`config.mk`:
```
export PLATFORM = sky130hd
export DESIGN_NAME = lsu_ctrl_flat
export DESIGN_NICKNAME = d
export VERILOG_FILES = /design/src/lsu_pkg.sv /design/src/lsu_axi_if.sv /design/src/lsu_data_align.sv /design/src/lsu_ctrl.sv /design/src/flat_wrapper.sv
export SDC_FILE = /design/constraint.sdc
export NUM_CORES = 1
export LEC_CHECK = 0
export BUFFER_PORTS_ARGS = -buffer_cell sky130_fd_sc_hd__buf_2
export CAP_MARGIN = 0
export CORE_MARGIN = 4
export CORE_UTILIZATION = 30
export DETAILED_ROUTE_END_ITERATION = 10
export PLACE_DENSITY = 0.53
export SYNTH_ARGS = -nofsm -noshare
export SYNTH_HDL_FRONTEND = slang
export SYNTH_SLANG_ARGS = --single-unit
```
`constraint.sdc`:
```
create_clock -name clock -period 6.47 [get_ports clock]
set_input_delay 0 -clock clock [delete_from_list [all_inputs] [get_ports clock]]
set_output_delay 0 -clock clock [all_outputs]
set_load 0.02 [all_outputs]
```
`src/lsu_pkg.sv`:
```
// shared types for the load/store unit and its SRAM slave
// op codes follow the RV32 load/store set plus a pass-through op
// size and response codes use the AXI encodings
// misaligned accesses that cross a word boundary are not handled
package lsu_pkg;

	// data and address width
	localparam int XLEN = 32;

	// memory stage operation
	typedef enum logic [3:0] {
		// no bus access, ALU result passes through
		OP_NONE = 4'd0,
		OP_LB   = 4'd1,
		OP_LH   = 4'd2,
		OP_LW   = 4'd3,
		OP_LBU  = 4'd4,
		OP_LHU  = 4'd5,
		OP_SB   = 4'd6,
		OP_SH   = 4'd7,
		OP_SW   = 4'd8
	} lsu_op_e;

	// transfer size, bytes = 2**size
	typedef enum logic [2:0] {
		SIZE_1 = 3'd0,
		SIZE_2 = 3'd1,
		SIZE_4 = 3'd2
	} axi_size_e;

	// response code
	// EXOKAY and DECERR never produced here
	typedef enum logic [1:0] {
		RESP_OKAY   = 2'b00,
		RESP_SLVERR = 2'b10
	} axi_resp_e;

	// request into the unit
	// store data travels beside it on its own port
	typedef struct packed {
		lsu_op_e           op;
		// effective address from the ALU
		logic [XLEN-1:0]   addr;
		// destination register
		logic [4:0]        rd;
	} lsu_req_t;

	// result towards write-back
	typedef struct packed {
		logic [4:0]        rd;
		// load value, address for pass-through, zero for stores
		logic [XLEN-1:0]   data;
		// set on any non-OKAY bus response
		logic              err;
	} lsu_rsp_t;

endpackage

```
`src/lsu_axi_if.sv`:
```
// AXI4-Lite style bus between the load/store unit and the SRAM
// no IDs, no bursts, one transaction in flight
// valid holds with stable payload until its transfer
`timescale 1ns/100ps

interface lsu_axi_if;
	import lsu_pkg::*;

	// read address
	logic [XLEN-1:0]   araddr;
	axi_size_e         arsize;
	logic              arvalid;
	logic              arready;

	// read data
	logic [XLEN-1:0]   rdata;
	axi_resp_e         rresp;
	logic              rvalid;
	logic              rready;

	// write address
	logic [XLEN-1:0]   awaddr;
	axi_size_e         awsize;
	logic              awvalid;
	logic              awready;

	// write data, one strobe bit per byte lane
	logic [XLEN-1:0]   wdata;
	logic [XLEN/8-1:0] wstrb;
	logic              wvalid;
	logic              wready;

	// write response
	axi_resp_e         bresp;
	logic              bvalid;
	logic              bready;

	modport master (
		output araddr, arsize, arvalid, input arready,
		input rdata, rresp, rvalid, output rready,
		output awaddr, awsize, awvalid, input awready,
		output wdata, wstrb, wvalid, input wready,
		input bresp, bvalid, output bready
	);

	modport slave (
		input araddr, arsize, arvalid, output arready,
		output rdata, rresp, rvalid, input rready,
		input awaddr, awsize, awvalid, output awready,
		input wdata, wstrb, wvalid, output wready,
		output bresp, bvalid, input bready
	);

endinterface

```
`src/lsu_data_align.sv`:
```
// byte lane steering between the register file and a 32-bit bus
// lanes always shift by the low two address bits
// a halfword or word that crosses the word boundary gives undefined data
// purely combinational
`timescale 1ns/100ps

module lsu_data_align (
	input  lsu_pkg::lsu_op_e          op_i,
	input  logic [1:0]                addr_lo_i,
	input  logic [lsu_pkg::XLEN-1:0]  store_data_i,
	input  logic [lsu_pkg::XLEN-1:0]  rdata_i,
	output logic [lsu_pkg::XLEN-1:0]  wdata_o,
	output logic [3:0]                wstrb_o,
	output lsu_pkg::axi_size_e        size_o,
	output logic [lsu_pkg::XLEN-1:0]  load_data_o
);
	import lsu_pkg::*;

	// byte offset as a bit shift
	logic [4:0]      lane_shift;
	// strobe before the lane shift
	logic [3:0]      base_strb;
	// addressed lane moved down to bit 0
	logic [XLEN-1:0] lane_data;

	assign lane_shift = {addr_lo_i, 3'b000};

	// transfer size from the access width
	always_comb begin
		case (op_i)
			OP_LB, OP_LBU, OP_SB: begin
				size_o = SIZE_1;
			end
			OP_LH, OP_LHU, OP_SH: begin
				size_o = SIZE_2;
			end
			default: begin
				size_o = SIZE_4;
			end
		endcase
	end

	// store side
	always_comb begin
		case (op_i)
			OP_SB: begin
				base_strb = 4'b0001;
			end
			OP_SH: begin
				base_strb = 4'b0011;
			end
			OP_SW: begin
				base_strb = 4'b1111;
			end
			// loads and pass-through never write
			default: begin
				base_strb = 4'b0000;
			end
		endcase
	end

	// data and strobe move up into the addressed lanes
	assign wdata_o = store_data_i << lane_shift;
	assign wstrb_o = base_strb << addr_lo_i;

	// load side
	assign lane_data = rdata_i >> lane_shift;

	always_comb begin
		case (op_i)
			OP_LB: begin
				load_data_o = {{24{lane_data[7]}}, lane_data[7:0]};
			end
			OP_LH: begin
				load_data_o = {{16{lane_data[15]}}, lane_data[15:0]};
			end
			OP_LBU: begin
				load_data_o = {24'd0, lane_data[7:0]};
			end
			OP_LHU: begin
				load_data_o = {16'd0, lane_data[15:0]};
			end
			// LW, whole word as shifted
			default: begin
				load_data_o = lane_data;
			end
		endcase
	end

endmodule

```
`src/lsu_ctrl.sv`:
```
// load/store controller, bus master side
// one request in flight, req_ready_o only while idle
// result holds until write-back takes it
// AW and W are raised together and may transfer in different cycles
`timescale 1ns/100ps

module lsu_ctrl (
	input  logic                      clock,
	input  logic                      rstn,
	input  logic                      req_valid_i,
	output logic                      req_ready_o,
	input  lsu_pkg::lsu_req_t         req_i,
	input  logic [lsu_pkg::XLEN-1:0]  req_wdata_i,
	output logic                      rsp_valid_o,
	input  logic                      rsp_ready_i,
	output lsu_pkg::lsu_rsp_t         rsp_o,
	lsu_axi_if.master                 bus
);
	import lsu_pkg::*;

	typedef enum logic [1:0] {
		// waiting for a request
		S_IDLE,
		// AR or AW/W presented
		S_ADDR,
		// waiting for R or B
		S_DATA,
		// result presented to write-back
		S_HOLD
	} state_e;

	state_e          state_q;
	state_e          state_d;
	lsu_req_t        req_q;
	logic [XLEN-1:0] wdata_q;
	logic            aw_done_q;
	logic            w_done_q;
	logic [XLEN-1:0] data_q;
	logic            err_q;

	logic            accept;
	logic            is_load;
	logic            is_store;
	logic            ar_fire;
	logic            aw_fire;
	logic            w_fire;
	logic            r_fire;
	logic            b_fire;
	logic [XLEN-1:0] load_data;

	// decode of the held request
	assign is_load  = req_q.op inside {OP_LB, OP_LH, OP_LW, OP_LBU, OP_LHU};
	assign is_store = req_q.op inside {OP_SB, OP_SH, OP_SW};

	assign req_ready_o = (state_q == S_IDLE);
	assign accept      = req_valid_i & req_ready_o;
	assign rsp_valid_o = (state_q == S_HOLD);

	// bus valids and readies from the state
	assign bus.arvalid = (state_q == S_ADDR) & is_load;
	assign bus.awvalid = (state_q == S_ADDR) & is_store & ~aw_done_q;
	assign bus.wvalid  = (state_q == S_ADDR) & is_store & ~w_done_q;
	assign bus.rready  = (state_q == S_DATA) & is_load;
	assign bus.bready  = (state_q == S_DATA) & is_store;

	assign ar_fire = bus.arvalid & bus.arready;
	assign aw_fire = bus.awvalid & bus.awready;
	assign w_fire  = bus.wvalid & bus.wready;
	assign r_fire  = bus.rvalid & bus.rready;
	assign b_fire  = bus.bvalid & bus.bready;

	// address is the full byte address, lanes come from the aligner
	assign bus.araddr = req_q.addr;
	assign bus.awaddr = req_q.addr;

	lsu_data_align lsu_data_align_i (
		.op_i         (req_q.op),
		.addr_lo_i    (req_q.addr[1:0]),
		.store_data_i (wdata_q),
		.rdata_i      (bus.rdata),
		.wdata_o      (bus.wdata),
		.wstrb_o      (bus.wstrb),
		.size_o       (bus.arsize),
		.load_data_o  (load_data)
	);

	// same size on both address channels
	assign bus.awsize = bus.arsize;

	always_comb begin
		state_d = state_q;
		case (state_q)
			S_IDLE: begin
				// anything that is not a load or store passes straight through
				if (accept) begin
					if (req_i.op inside {OP_LB, OP_LH, OP_LW, OP_LBU, OP_LHU,
							OP_SB, OP_SH, OP_SW}) begin
						state_d = S_ADDR;
					end else begin
						state_d = S_HOLD;
					end
				end
			end
			S_ADDR: begin
				if (is_load & ar_fire) begin
					state_d = S_DATA;
				end
				// both halves of the write done, now or earlier
				if (is_store & (aw_done_q | aw_fire) & (w_done_q | w_fire)) begin
					state_d = S_DATA;
				end
			end
			S_DATA: begin
				if (r_fire | b_fire) begin
					state_d = S_HOLD;
				end
			end
			default: begin
				if (rsp_ready_i) begin
					state_d = S_IDLE;
				end
			end
		endcase
	end

	always_ff @(posedge clock) begin
		if (!rstn) begin
			state_q   <= S_IDLE;
			aw_done_q <= 1'b0;
			w_done_q  <= 1'b0;
		end else begin
			state_q <= state_d;
			// flags only live inside the address phase
			if (state_q != S_ADDR || state_d != S_ADDR) begin
				aw_done_q <= 1'b0;
				w_done_q  <= 1'b0;
			end else begin
				aw_done_q <= aw_done_q | aw_fire;
				w_done_q  <= w_done_q | w_fire;
			end
		end
	end

	// request and result payload
	always_ff @(posedge clock) begin
		if (accept) begin
			req_q   <= req_i;
			wdata_q <= req_wdata_i;
			// pass-through result, overwritten by bus ops
			data_q  <= req_i.addr;
			err_q   <= 1'b0;
		end
		if (r_fire) begin
			data_q <= load_data;
			err_q  <= (bus.rresp != RESP_OKAY);
		end
		if (b_fire) begin
			data_q <= '0;
			err_q  <= (bus.bresp != RESP_OKAY);
		end
	end

	assign rsp_o = '{rd: req_q.rd, data: data_q, err: err_q};

endmodule

```
`src/flat_wrapper.sv`:
```
// flat-port wrapper written by rule: the top's interface ports become plain ports
module lsu_ctrl_flat import lsu_pkg::*;
  (clock, rstn, req_valid_i, req_ready_o, req_i, req_wdata_i, rsp_valid_o, rsp_ready_i, rsp_o, bus_araddr, bus_arsize, bus_arvalid, bus_arready, bus_rdata, bus_rresp, bus_rvalid, bus_rready, bus_awaddr, bus_awsize, bus_awvalid, bus_awready, bus_wdata, bus_wstrb, bus_wvalid, bus_wready, bus_bresp, bus_bvalid, bus_bready);
  lsu_axi_if bus_i ();
  input  logic clock;
  input  logic rstn;
  input  logic req_valid_i;
  output logic req_ready_o;
  input  lsu_pkg::lsu_req_t req_i;
  input  logic [lsu_pkg::XLEN-1:0] req_wdata_i;
  output logic rsp_valid_o;
  input  logic rsp_ready_i;
  output lsu_pkg::lsu_rsp_t rsp_o;
  output wire logic [$bits(bus_i.araddr)-1:0] bus_araddr;
  output wire logic [$bits(bus_i.arsize)-1:0] bus_arsize;
  output wire logic [$bits(bus_i.arvalid)-1:0] bus_arvalid;
  input wire logic [$bits(bus_i.arready)-1:0] bus_arready;
  input wire logic [$bits(bus_i.rdata)-1:0] bus_rdata;
  input wire logic [$bits(bus_i.rresp)-1:0] bus_rresp;
  input wire logic [$bits(bus_i.rvalid)-1:0] bus_rvalid;
  output wire logic [$bits(bus_i.rready)-1:0] bus_rready;
  output wire logic [$bits(bus_i.awaddr)-1:0] bus_awaddr;
  output wire logic [$bits(bus_i.awsize)-1:0] bus_awsize;
  output wire logic [$bits(bus_i.awvalid)-1:0] bus_awvalid;
  input wire logic [$bits(bus_i.awready)-1:0] bus_awready;
  output wire logic [$bits(bus_i.wdata)-1:0] bus_wdata;
  output wire logic [$bits(bus_i.wstrb)-1:0] bus_wstrb;
  output wire logic [$bits(bus_i.wvalid)-1:0] bus_wvalid;
  input wire logic [$bits(bus_i.wready)-1:0] bus_wready;
  input wire logic [$bits(bus_i.bresp)-1:0] bus_bresp;
  input wire logic [$bits(bus_i.bvalid)-1:0] bus_bvalid;
  output wire logic [$bits(bus_i.bready)-1:0] bus_bready;
  assign bus_araddr = bus_i.araddr;
  assign bus_arsize = bus_i.arsize;
  assign bus_arvalid = bus_i.arvalid;
  assign bus_i.arready = bus_arready;
  assign bus_i.rdata = bus_rdata;
  assign bus_i.rresp = bus_rresp;
  assign bus_i.rvalid = bus_rvalid;
  assign bus_rready = bus_i.rready;
  assign bus_awaddr = bus_i.awaddr;
  assign bus_awsize = bus_i.awsize;
  assign bus_awvalid = bus_i.awvalid;
  assign bus_i.awready = bus_awready;
  assign bus_wdata = bus_i.wdata;
  assign bus_wstrb = bus_i.wstrb;
  assign bus_wvalid = bus_i.wvalid;
  assign bus_i.wready = bus_wready;
  assign bus_i.bresp = bus_bresp;
  assign bus_i.bvalid = bus_bvalid;
  assign bus_bready = bus_i.bready;
  lsu_ctrl u_core (.clock(clock), .rstn(rstn), .req_valid_i(req_valid_i), .req_ready_o(req_ready_o), .req_i(req_i), .req_wdata_i(req_wdata_i), .rsp_valid_o(rsp_valid_o), .rsp_ready_i(rsp_ready_i), .rsp_o(rsp_o), .bus(bus_i));
endmodule
```
==> results.sh, run 1 <==
export IMPL_status="complete, no violations"
export IMPL_drive_gt1_share_pct=35.7
export IMPL_ys_types=43
export IMPL_min_path_type="in -> reg"
export IMPL_cp_top_family="buffers and inverters"
export IMPL_clkSinkCount=110
export IMPL_p_comb_share_pct=33.8
export IMPL_die_w_um=145
export IMPL_antenna_found_initial=1
export IMPL_clockPowerShare_pct=24.4
export IMPL_drcViolationCount=0
export IMPL_met2_usage_pct=29.8
export IMPL_num_vias=5117
export IMPL_relSlewSlack_pct=14.0
export IMPL_num_rows=49
export IMPL_cp_num_buf_inv=3
export IMPL_drt_iter0_drc=299
export IMPL_start_util_pct=30.8
export IMPL_peakVddDrop_v=0.000116
export IMPL_synth_area_um2=5590
export IMPL_grt_max_degree=71
export IMPL_root_buffer="clkbuf_16"
export IMPL_track_usage_pct=17.6
export IMPL_globalRouteOverflowTotal=0
export IMPL_cpPeakStageDelay_ns=0.57
export IMPL_power_density_nw_per_um2=293
export IMPL_worstSetupEndpointType="flop"
export IMPL_pre_cts_slack_ns=3.70
export IMPL_gp_congestion=0.805
export IMPL_grt_pass1_vias=5280
export IMPL_path_class="reg -> reg"
export IMPL_fmax_mhz=324
export IMPL_die_area_um2=20900
export IMPL_post_route_min_period_ns=3.09
export IMPL_fin_skew_ns=0.00623
export IMPL_p_int_w=0.00151
export IMPL_tightest_slew_ns=1.29
export IMPL_area_growth_pct=42.5
export IMPL_wirelength_um=19000
export IMPL_postSynthCellCount=529
export IMPL_switchingPower_w=0.000821
export IMPL_ys_warn_count=0
export IMPL_finalWorstSetupSlack_ns=3.38
export IMPL_via_per_inst=4.83
export IMPL_fill_cells=1742
export IMPL_final_setup_viol_count=0
export IMPL_final_hold_viol_count=0
export IMPL_leakage_nw=3.44
export IMPL_first_pass_iters=4
export IMPL_rsz0062_at_grt="false"
export IMPL_crit_fanout=41
export IMPL_busiest_layer="met2"
export IMPL_gr_usage_met1_pct=21.3
export IMPL_p_seq_share_pct=41.8
export IMPL_cp_required_ns=6.57
export IMPL_cts_made_buffers=9
export IMPL_h_tree_depth=3
export IMPL_start_kind="flop"
export IMPL_use_met3_pct=4.79
export IMPL_avgSynthCellArea_um2=10.6
export IMPL_synth_seq_area_share_pct=52.6
export IMPL_p_sw_share_pct=35.2
export IMPL_setup_tns_ns=0
export IMPL_arrival_ns=3.19
export IMPL_place_port_buffers=266
export IMPL_postSynthRegisterBits=110
export IMPL_core_area_um2=18100
export IMPL_drt_wirelength_per_cell_um=18.0
export IMPL_die_h_um=145
export IMPL_clk_path_buf_depth=2
export IMPL_cts_tree="yes"
export IMPL_hpwl_um=14200
export IMPL_layout_nets=942
export IMPL_slew_viol_final=0
export IMPL_final_cell_mix="buf_2 (266), dlygate4sd3_1 (84), edfxtp_1 (74), nor2_1 (46), mux2i_1 (46)"
export IMPL_boundaryPins=269
export IMPL_ant_nets=0
export IMPL_total_power_w=0.00233
export IMPL_grt_pass1_wl_um=28300
export IMPL_insertion_delay_ns=0.35
export IMPL_cp_slowest_cell="dlygate4sd3_1"
export IMPL_layout_worst_path_cycle_share_pct=47.7
export IMPL_maxCapViolations=0
export IMPL_layout_commonest_cell="buf_2"
export IMPL_cp_cell_sequence="or3_1 > and3_1 > buf_4 > o21ai_0 > dlygate4sd3_1 > o21ai_0 > dlygate4sd3_1"
export IMPL_cts_clk_slew_worst_paths_ns=0.07
-- cells in the mapped netlist (all sizes together) --
library cell  instances  area share (%)
nand2                35             2.3
mux4                  1            0.40
or2                   1            0.11
and2                 25             2.8
nor4b                 2            0.31
o2111ai               9             1.4
nor2b                12             1.3
o21bai                1            0.13
conb                  1           0.067
nand3b                1            0.13
a31oi                 2            0.34
o211ai               24             3.2
o21ai                22             2.0
nand4                 1            0.11
and3b                 2            0.31
or3                   1            0.11
nor2                 46             3.1
a21oi                31             2.8
mux2i                46             8.2
xor2                  3            0.47
clkbuf               22             1.5
buf                  54             6.8
dfxtp                36              13
o31a                  2            0.31
and3                  3            0.34
or4b                  1            0.18
nand3                25             2.3
nor3                  4            0.36
clkinv                1           0.067
and4b                 1            0.18
o2bb2ai               7             1.1
nand2b                3            0.34
nor3b                 1            0.13
edfxtp               74              40
mux2                  1            0.20
a211oi               27             3.8
inv                   1           0.067
-- cells by family (layout without fill, tap and decap cells) --
logic type | after synthesis | after routing | share of synthesized area [%]
simple gates | 164 | 164 | 14.5
compound gates | 125 | 125 | 15.1
flops | 110 | 110 | 52.6
buf+inv | 78 | 377 | 8.39
mux | 48 | 48 | 8.84
xor+xnor | 3 | 3 | 0.470
other cells | 1 | 3 | 0.0670
-- per-stage QoR --
stage / area (um2) / util (%) / std cells / hold WS [ns]
global placement: 6830 / 37.6 / 958 / 0.177
CTS: 7970 / 43.9 / 1058 / 0.000802
finish: 7970 / 43.9 / 1059 / 0.00216
floorplan: 5600 / - / 530 / 0.0989
detailed placement: 6830 / 37.6 / 958 / 0.178
global route: 7970 / 43.9 / 1058 / 0.0117
-- flip-flops by register name, summed over array words and instances (netlist names) --
register           count
u_core.wdata_q        32
u_core.state_q         2
u_core.rsp_o           5
u_core.err_q           1
u_core.aw_done_q       1
u_core.w_done_q        1
u_core.bus.araddr     32
u_core.data_q         32
u_core.req_q           4
-- power groups by stage --
stage          clock [W]  sequential (W)  combinational, W
4_1_cts         0.000590        0.000976          0.000798
5_1_grt         0.000611        0.000991          0.000856
3_5_place_dp           0        0.000991          0.000754
6_report        0.000570        0.000975          0.000788
2_1_floorplan          0         0.00110          0.000372
3_3_place_gp           0        0.000989          0.000748
-- worst min-delay path, stage by stage --
cell       delay (ns)
buf_2            0.13
o2111ai_1        0.09
o211ai_1         0.09
-- area by class of cell --
type | count | area [um2] | share of cell area [%]
clock inverter | 4 | 43.8 | 0.549
sequential | 110 | 2940 | 36.9
inverter | 2 | 7.51 | 0.0942
timing repair buffer | 359 | 2240 | 28.1
tap | 229 | 287 | 3.59
multi-input combinational | 342 | 2190 | 27.5
clock buffer | 12 | 258 | 3.23
antenna | 1 | 2.50 | 0.0314
-- final timing paths --
kind / slack (ns) / to / from / cells past startpoint
max: 3.38 / u_core.err_q / u_core.req_q[37] / 7
min: 0.002 / u_core.data_q[25] / bus_rdata[25] / 3
max reg2reg: 3.38 / u_core.err_q / u_core.req_q[37] / 7
min reg2reg: 0.48 / u_core.data_q[13] / u_core.data_q[13] / 2
-- per-layer routing --
layer | vias up | part of all wire, %
li1 | 2498 | -
met1 | 2362 | 42
met2 | 234 | 47
met3 | 23 | 8.4
met4 | 0 | 2.5
met5 | - | 0
-- what timing repair did --
item	4_1_cts	5_1_grt
resized for setup	0	0
buffers inserted	0	0
setup endpoints to repair	0	0
hold buffers	84	0
hold endpoints to repair	88	0
Note: power is estimated with default switching activity, not from simulation.
==> inputs of run 2 (changes only) <==
PLACE_DENSITY = 0.55   (was 0.53)
clock period = 2.6 ns   (was 6.47 ns; I/O delays follow)
==> run 2 against run 1 <==
Global-route usage grew 0.11 points. Cell count grew 1.4%. Register-to-register slack lost 3.3 ns. Clock power grew to 2.5 times the previous value. Clock-buffer cell count shrank 1. First-iteration DRC count shrank 26%. Hold slack gained 0.020 ns. Clock skew grew 0.0037 ns. Sequential share of layout area shrank 0.62 points. Highest routed layer is now met5.
==> results.sh, run 2 (same netlist as run 1, synthesis figures left out) <==
export IMPL_antenna_found_initial=3
export IMPL_cts_clk_slew_worst_paths_ns=0.07
export IMPL_h_tree_depth=3
export IMPL_track_usage_pct=17.7
export IMPL_place_port_buffers=266
export IMPL_drt_iter0_drc=221
export IMPL_cpMostUsedCell="o21ai_0"
export IMPL_hold_slack_ns=0.0221
export IMPL_min_path_type="in -> reg"
export IMPL_final_cell_mix="buf_2 (266), dlygate4sd3_1 (87), edfxtp_1 (74), nor2_1 (46), mux2i_1 (46)"
export IMPL_hpwl_um=13800
export IMPL_cp_cell_sequence="or3_1 > and3_1 > buf_4 > o21ai_0 > dlygate4sd3_1 > o21ai_0"
export IMPL_p_comb_share_pct=34.0
export IMPL_die_w_um=145
export IMPL_hold_depth=3
export IMPL_rsz0062_at_grt="false"
export IMPL_drive_gt1_share_pct=36.7
export IMPL_leakage_nw=3.51
export IMPL_area_growth_pct=44.9
export IMPL_tightest_slew_ns=0.647
export IMPL_num_vias=5115
export IMPL_layout_commonest_cell="buf_2"
export IMPL_layout_worst_path_cycle_share_pct=95.2
export IMPL_reg2reg_to="u_core.err_q"
export IMPL_first_pass_iters=4
export IMPL_start_util_pct=30.8
export IMPL_clkSinkCount=110
export IMPL_worstSetupEndpointType="flop"
export IMPL_switchingPower_w=0.00207
export IMPL_cpPeakStageDelay_ns=0.57
export IMPL_post_route_min_period_ns=2.47
export IMPL_die_area_um2=20900
export IMPL_die_h_um=145
export IMPL_cts_tree="yes"
export IMPL_drcViolationCount=0
export IMPL_clockPowerShare_pct=24.8
export IMPL_arrival_ns=2.57
export IMPL_r2r_start="u_core.req_q[38]"
export IMPL_core_area_um2=18100
export IMPL_register_area_um2=2940
export IMPL_start_kind="flop"
export IMPL_wirelength_um=19000
export IMPL_path_class="reg -> reg"
export IMPL_grt_max_degree=59
export IMPL_boundaryPins=269
export IMPL_p_seq_share_pct=41.3
export IMPL_final_setup_viol_count=0
export IMPL_multi_input_area_um2=2190
export IMPL_via_per_inst=4.76
export IMPL_fmax_mhz=404
export IMPL_fin_skew_ns=0.00994
export IMPL_final_hold_viol_count=0
export IMPL_globalRouteOverflowTotal=0
export IMPL_cp_top_family="buffers and inverters"
export IMPL_insertion_delay_ns=0.35
export IMPL_num_rows=49
export IMPL_peakVddDrop_v=0.000415
export IMPL_fill_cells=1764
export IMPL_cp_required_ns=2.69
export IMPL_cp_slowest_cell="dlygate4sd3_1"
export IMPL_hold_end="u_core.state_q[0]"
export IMPL_relSlewSlack_pct=56.2
export IMPL_total_power_w=0.00584
export IMPL_cp_num_buf_inv=2
export IMPL_p_int_w=0.00377
export IMPL_grt_pass1_wl_um=28300
export IMPL_ant_nets=0
export IMPL_root_buffer="clkbuf_16"
export IMPL_maxCapViolations=0
export IMPL_clk_path_buf_depth=2
export IMPL_gp_congestion=0.837
export IMPL_crit_fanout=41
export IMPL_hp_start="rsp_ready_i"
export IMPL_setup_tns_ns=0
export IMPL_power_density_nw_per_um2=721
export IMPL_layout_nets=956
export IMPL_status="complete, no violations"
export IMPL_p_sw_share_pct=35.5
export IMPL_r2r_cells=6
export IMPL_slew_viol_final=0
export IMPL_cts_made_buffers=9
export IMPL_rrSetupSlack_ns=0.13
export IMPL_grt_pass1_vias=5250
export IMPL_drt_wirelength_per_cell_um=17.7
run 2: layout make-up:
class	count	area share (%)
tap	229	3.53
clock buffer	11	2.99
inverter	2	0.0926
clock inverter	5	0.787
timing repair buffer	373	29.2
antenna	2	0.0617
sequential	110	36.3
multi-input combinational	342	27.0
run 2: how the worst max path moves through the flow:
stage                     cells after the start  slack (ns)               end            startpoint
after floorplan                               4        0.24  u_core.data_q[7]     u_core.state_q[1]
after global placement                        6        0.51      bus_wdata[0]  u_core.bus.araddr[0]
after detailed placement                      6        0.52     bus_wdata[25]  u_core.bus.araddr[0]
after CTS                                     6        0.09      bus_wdata[0]  u_core.bus.araddr[0]
after global routing                          6        0.03      u_core.err_q      u_core.req_q[38]
final                                         6        0.13      u_core.err_q      u_core.req_q[38]
run 2: tightest hold or removal path, delay by kind of cell:
kind	cells	cell delay, ns
buf+inv	1	0.11
simple gates	1	0.11
compound gates	1	0.12
run 2: stage by stage:
step,area [um2],worst slack [ns],util [%],cells
after floorplan,5600,0.236,-,530
after global placement,6900,0.507,38.0,966
after detailed placement,6900,0.517,38.0,966
after CTS,8080,0.0875,44.5,1069
after global routing,8100,0.0301,44.7,1073
final,8110,0.125,44.7,1074
run 2: routing by layer:
| metal | global-route usage, % | routed length [um] | up-vias |
|---|---|---|---|
| li1 | - | - | 2535 |
| met1 | 20.4 | 7510 | 2326 |
| met2 | 30.7 | 9340 | 223 |
| met3 | 6.45 | 1810 | 27 |
| met4 | 5.45 | 330 | 4 |
| met5 | 0 | 23 | - |
run 2: power by group through the flow:
stage          Clock (W)  Sequential, W  Combinational [W]
6_report         0.00145        0.00241            0.00198
5_1_grt          0.00158        0.00246            0.00215
4_1_cts          0.00150        0.00241            0.00199
3_5_place_dp           0        0.00245            0.00189
3_3_place_gp           0        0.00245            0.00188
2_1_floorplan          0        0.00275           0.000927
run 2: what timing repair did:
action,CTS,global route
hold buffers,87,0
endpoints found under the setup margin,0,7
endpoints found under the hold margin,94,0
setup buffers,0,3
resized for setup,0,1
==> inputs of run 3 (changes only) <==
ABC_AREA = 1   (was unset)
PLACE_DENSITY = 0.56   (was 0.55)
==> run 3 against run 2 <==
Clock power decreased by 4%. Maximum frequency up 3.7%. Flip-flop and latch count did not move. Register-to-register slack improved by 0.09 ns. Setup slack improved by 0.089 ns. Cell count rose by 3.1%. Sequential power decreased by 2%. Sequential share of layout area increased by 1.8 points. Critical endpoint unchanged. Largest cell class unchanged. Largest power group unchanged.
==> results.sh, run 3 <==
export IMPL_status="complete, no violations"
export IMPL_final_setup_viol_count=0
export IMPL_yosysMostFrequentCell="nand2_1"
export IMPL_layout_worst_path_cycle_share_pct=91.8
export IMPL_die_h_um=142
export IMPL_arrival_ns=2.48
export IMPL_track_usage_pct=17.7
export IMPL_postSynthCellCount=578
export IMPL_synth_area_um2=5390
export IMPL_ys_top_cells_by_count="nand2_1 (120), edfxtp_1 (74), nor2_1 (51), buf_4 (41)"
export IMPL_drive_gt1_share_pct=36.8
export IMPL_rsz0062_at_grt="false"
export IMPL_drt_iter0_drc=208
export IMPL_gr_usage_met1_pct=21.8
export IMPL_yosys_most_used_dff="edfxtp_1"
export IMPL_relSlewSlack_pct=56.7
export IMPL_multi_input_area_um2=1860
export IMPL_layout_nets=995
export IMPL_postSynthRegisterBits=110
export IMPL_cts_clk_slew_worst_paths_ns=0.07
export IMPL_final_cells=1107
export IMPL_path_class="reg -> reg"
export IMPL_hpwl_um=13600
export IMPL_busiest_layer="met2"
export IMPL_root_buffer="clkbuf_16"
export IMPL_grt_pass1_vias=5170
export IMPL_first_pass_iters=5
export IMPL_fmax_mhz=419
export IMPL_leakage_nw=3.61
export IMPL_insertion_delay_ns=0.35
export IMPL_synthTopCellsByArea="edfxtp_1 (41%), dfxtp_1 (13%), nand2_1 (8.4%)"
export IMPL_ys_types=36
export IMPL_boundaryPins=269
export IMPL_use_met3_pct=4.54
export IMPL_synth_top_area_share_pct=41.2
export IMPL_final_cell_mix="buf_2 (266), nand2_1 (120), dlygate4sd3_1 (78), edfxtp_1 (74), nor2_1 (51)"
export IMPL_register_area_um2=2940
export IMPL_clk_path_buf_depth=2
export IMPL_cp_required_ns=2.70
export IMPL_num_vias=5128
export IMPL_core_area_um2=17500
export IMPL_min_path_type="in -> reg"
export IMPL_power_density_nw_per_um2=717
export IMPL_peakVddDrop_v=0.000433
export IMPL_worstSetupEndpointType="flop"
export IMPL_slew_viol_final=0
export IMPL_layout_commonest_cell="buf_2"
export IMPL_synthArstFlopShare_pct=0
export IMPL_yosys_area_top_type="edfxtp_1"
export IMPL_met2_usage_pct=30.5
export IMPL_area_growth_pct=43.4
export IMPL_grt_max_degree=46
export IMPL_num_rows=48
export IMPL_postCtsSetupBuffers=0
export IMPL_start_kind="flop"
export IMPL_tightest_slew_ns=0.647
export IMPL_h_tree_depth=3
export IMPL_die_area_um2=20200
export IMPL_synth_seq_area_share_pct=54.6
export IMPL_maxCapViolations=0
export IMPL_die_w_um=142
export IMPL_wirelength_um=18300
export IMPL_cts_made_buffers=9
export IMPL_gp_congestion=0.837
export IMPL_drcViolationCount=0
export IMPL_place_inst=1013
export IMPL_fin_skew_ns=0.00497
export IMPL_start_util_pct=30.8
export IMPL_antenna_found_initial=1
export IMPL_via_per_inst=4.63
export IMPL_post_route_min_period_ns=2.39
export IMPL_cts_tree="yes"
export IMPL_final_hold_viol_count=0
export IMPL_synth_edff_count=74
export IMPL_crit_fanout=32
export IMPL_drt_wirelength_per_cell_um=16.5
export IMPL_clkSinkCount=110
export IMPL_ys_warn_count=0
export IMPL_ant_nets=0
export IMPL_fill_cells=1691
export IMPL_grt_pass1_wl_um=27700
export IMPL_antenna_cells=0
export IMPL_setup_tns_ns=0
export IMPL_place_port_buffers=266
export IMPL_avgSynthCellArea_um2=9.32
export IMPL_globalRouteOverflowTotal=0
[run 3: cell types whose count changed after synthesis, sizes merged, moves of 9 or more]
cell / delta
o2111ai: -9
mux2i: -33
inv: +39
o21ai: +43
a211oi: -27
o211ai: -11
and2: -25
nand2: +91
clkbuf: -15
nor2: +21
nor2b: -12
nand3: -15
[run 3: metrics by stage]
step	total power [W]	hold WS [ns]	setup WS [ns]	area [um2]	util, %
global placement	0.00412	0.177	0.623	6650	38.0
finish	0.00554	0.0153	0.214	7730	44.2
floorplan	0.00352	0.0976	0.221	5390	-
global route	0.00586	0.0354	0.0111	7730	44.2
CTS	0.00560	0.00302	0.136	7730	44.2
detailed placement	0.00412	0.178	0.641	6650	38.0
[run 3: kinds of logic (layout without fill, tap and decap cells)]
| kind of cell | count (synthesis) | after routing | share of synthesized area, % |
|---|---|---|---|
| AOI/OAI and AO/OA | 137 | 137 | 14.5 |
| buffers and inverters | 106 | 409 | 11.0 |
| DFF | 110 | 110 | 54.6 |
| muxes | 13 | 13 | 2.42 |
| other | 1 | 2 | 0.0696 |
| and+or+nand+nor | 211 | 211 | 17.5 |
[run 3: final timing paths]
check	depth (start not counted)	startpoint	slack (ns)	end
setup reg to reg	7	u_core.req_q[38]	0.21	u_core.err_q
hold / removal	5	bus_rdata[3]	0.02	u_core.data_q[3]
setup / recovery	7	u_core.req_q[38]	0.21	u_core.err_q
hold reg to reg	2	u_core.data_q[2]	0.45	u_core.data_q[2]
[run 3: critical path, stage by stage, from the launching register on]
cell	delay [ns]
edfxtp_1	0.47
o21ai_2	0.22
nand2_4	0.09
nand3_4	0.12
clkinv_2	0.41
o21ai_0	0.19
dlygate4sd3_1	0.56
o21ai_0	0.07
[run 3: cell type report]
type / instances / share of cell area [%]
Clock inverter: 5 / 0.453
Tap cell: 225 / 3.64
Sequential cell: 110 / 38.1
Multi-Input combinational cell: 363 / 24.0
Clock buffer: 11 / 3.42
Inverter: 40 / 1.99
Timing Repair Buffer: 353 / 28.4
[run 3: power breakdown]
group	internal, W	total, W	switching, W
Clock	0.000743	0.00139	0.000651
Sequential	0.00220	0.00235	0.000154
Combinational	0.000614	0.00180	0.00118
[run 3: repair_timing]
action / in CTS / in global routing
endpoints found under the hold margin: 110 / 0
setup endpoints to repair: 0 / 1
gates resized for setup: 0 / 1
hold buffers: 78 / 0
[run 3: layer usage]
| layer | part of all wire [%] | routed length [um] | vias to the layer above |
|---|---|---|---|
| li1 | - | - | 2535 |
| met1 | 41 | 7430 | 2320 |
| met2 | 48 | 8840 | 247 |
| met3 | 8.9 | 1620 | 24 |
| met4 | 1.9 | 352 | 2 |
| met5 | 0.071 | 13 | - |
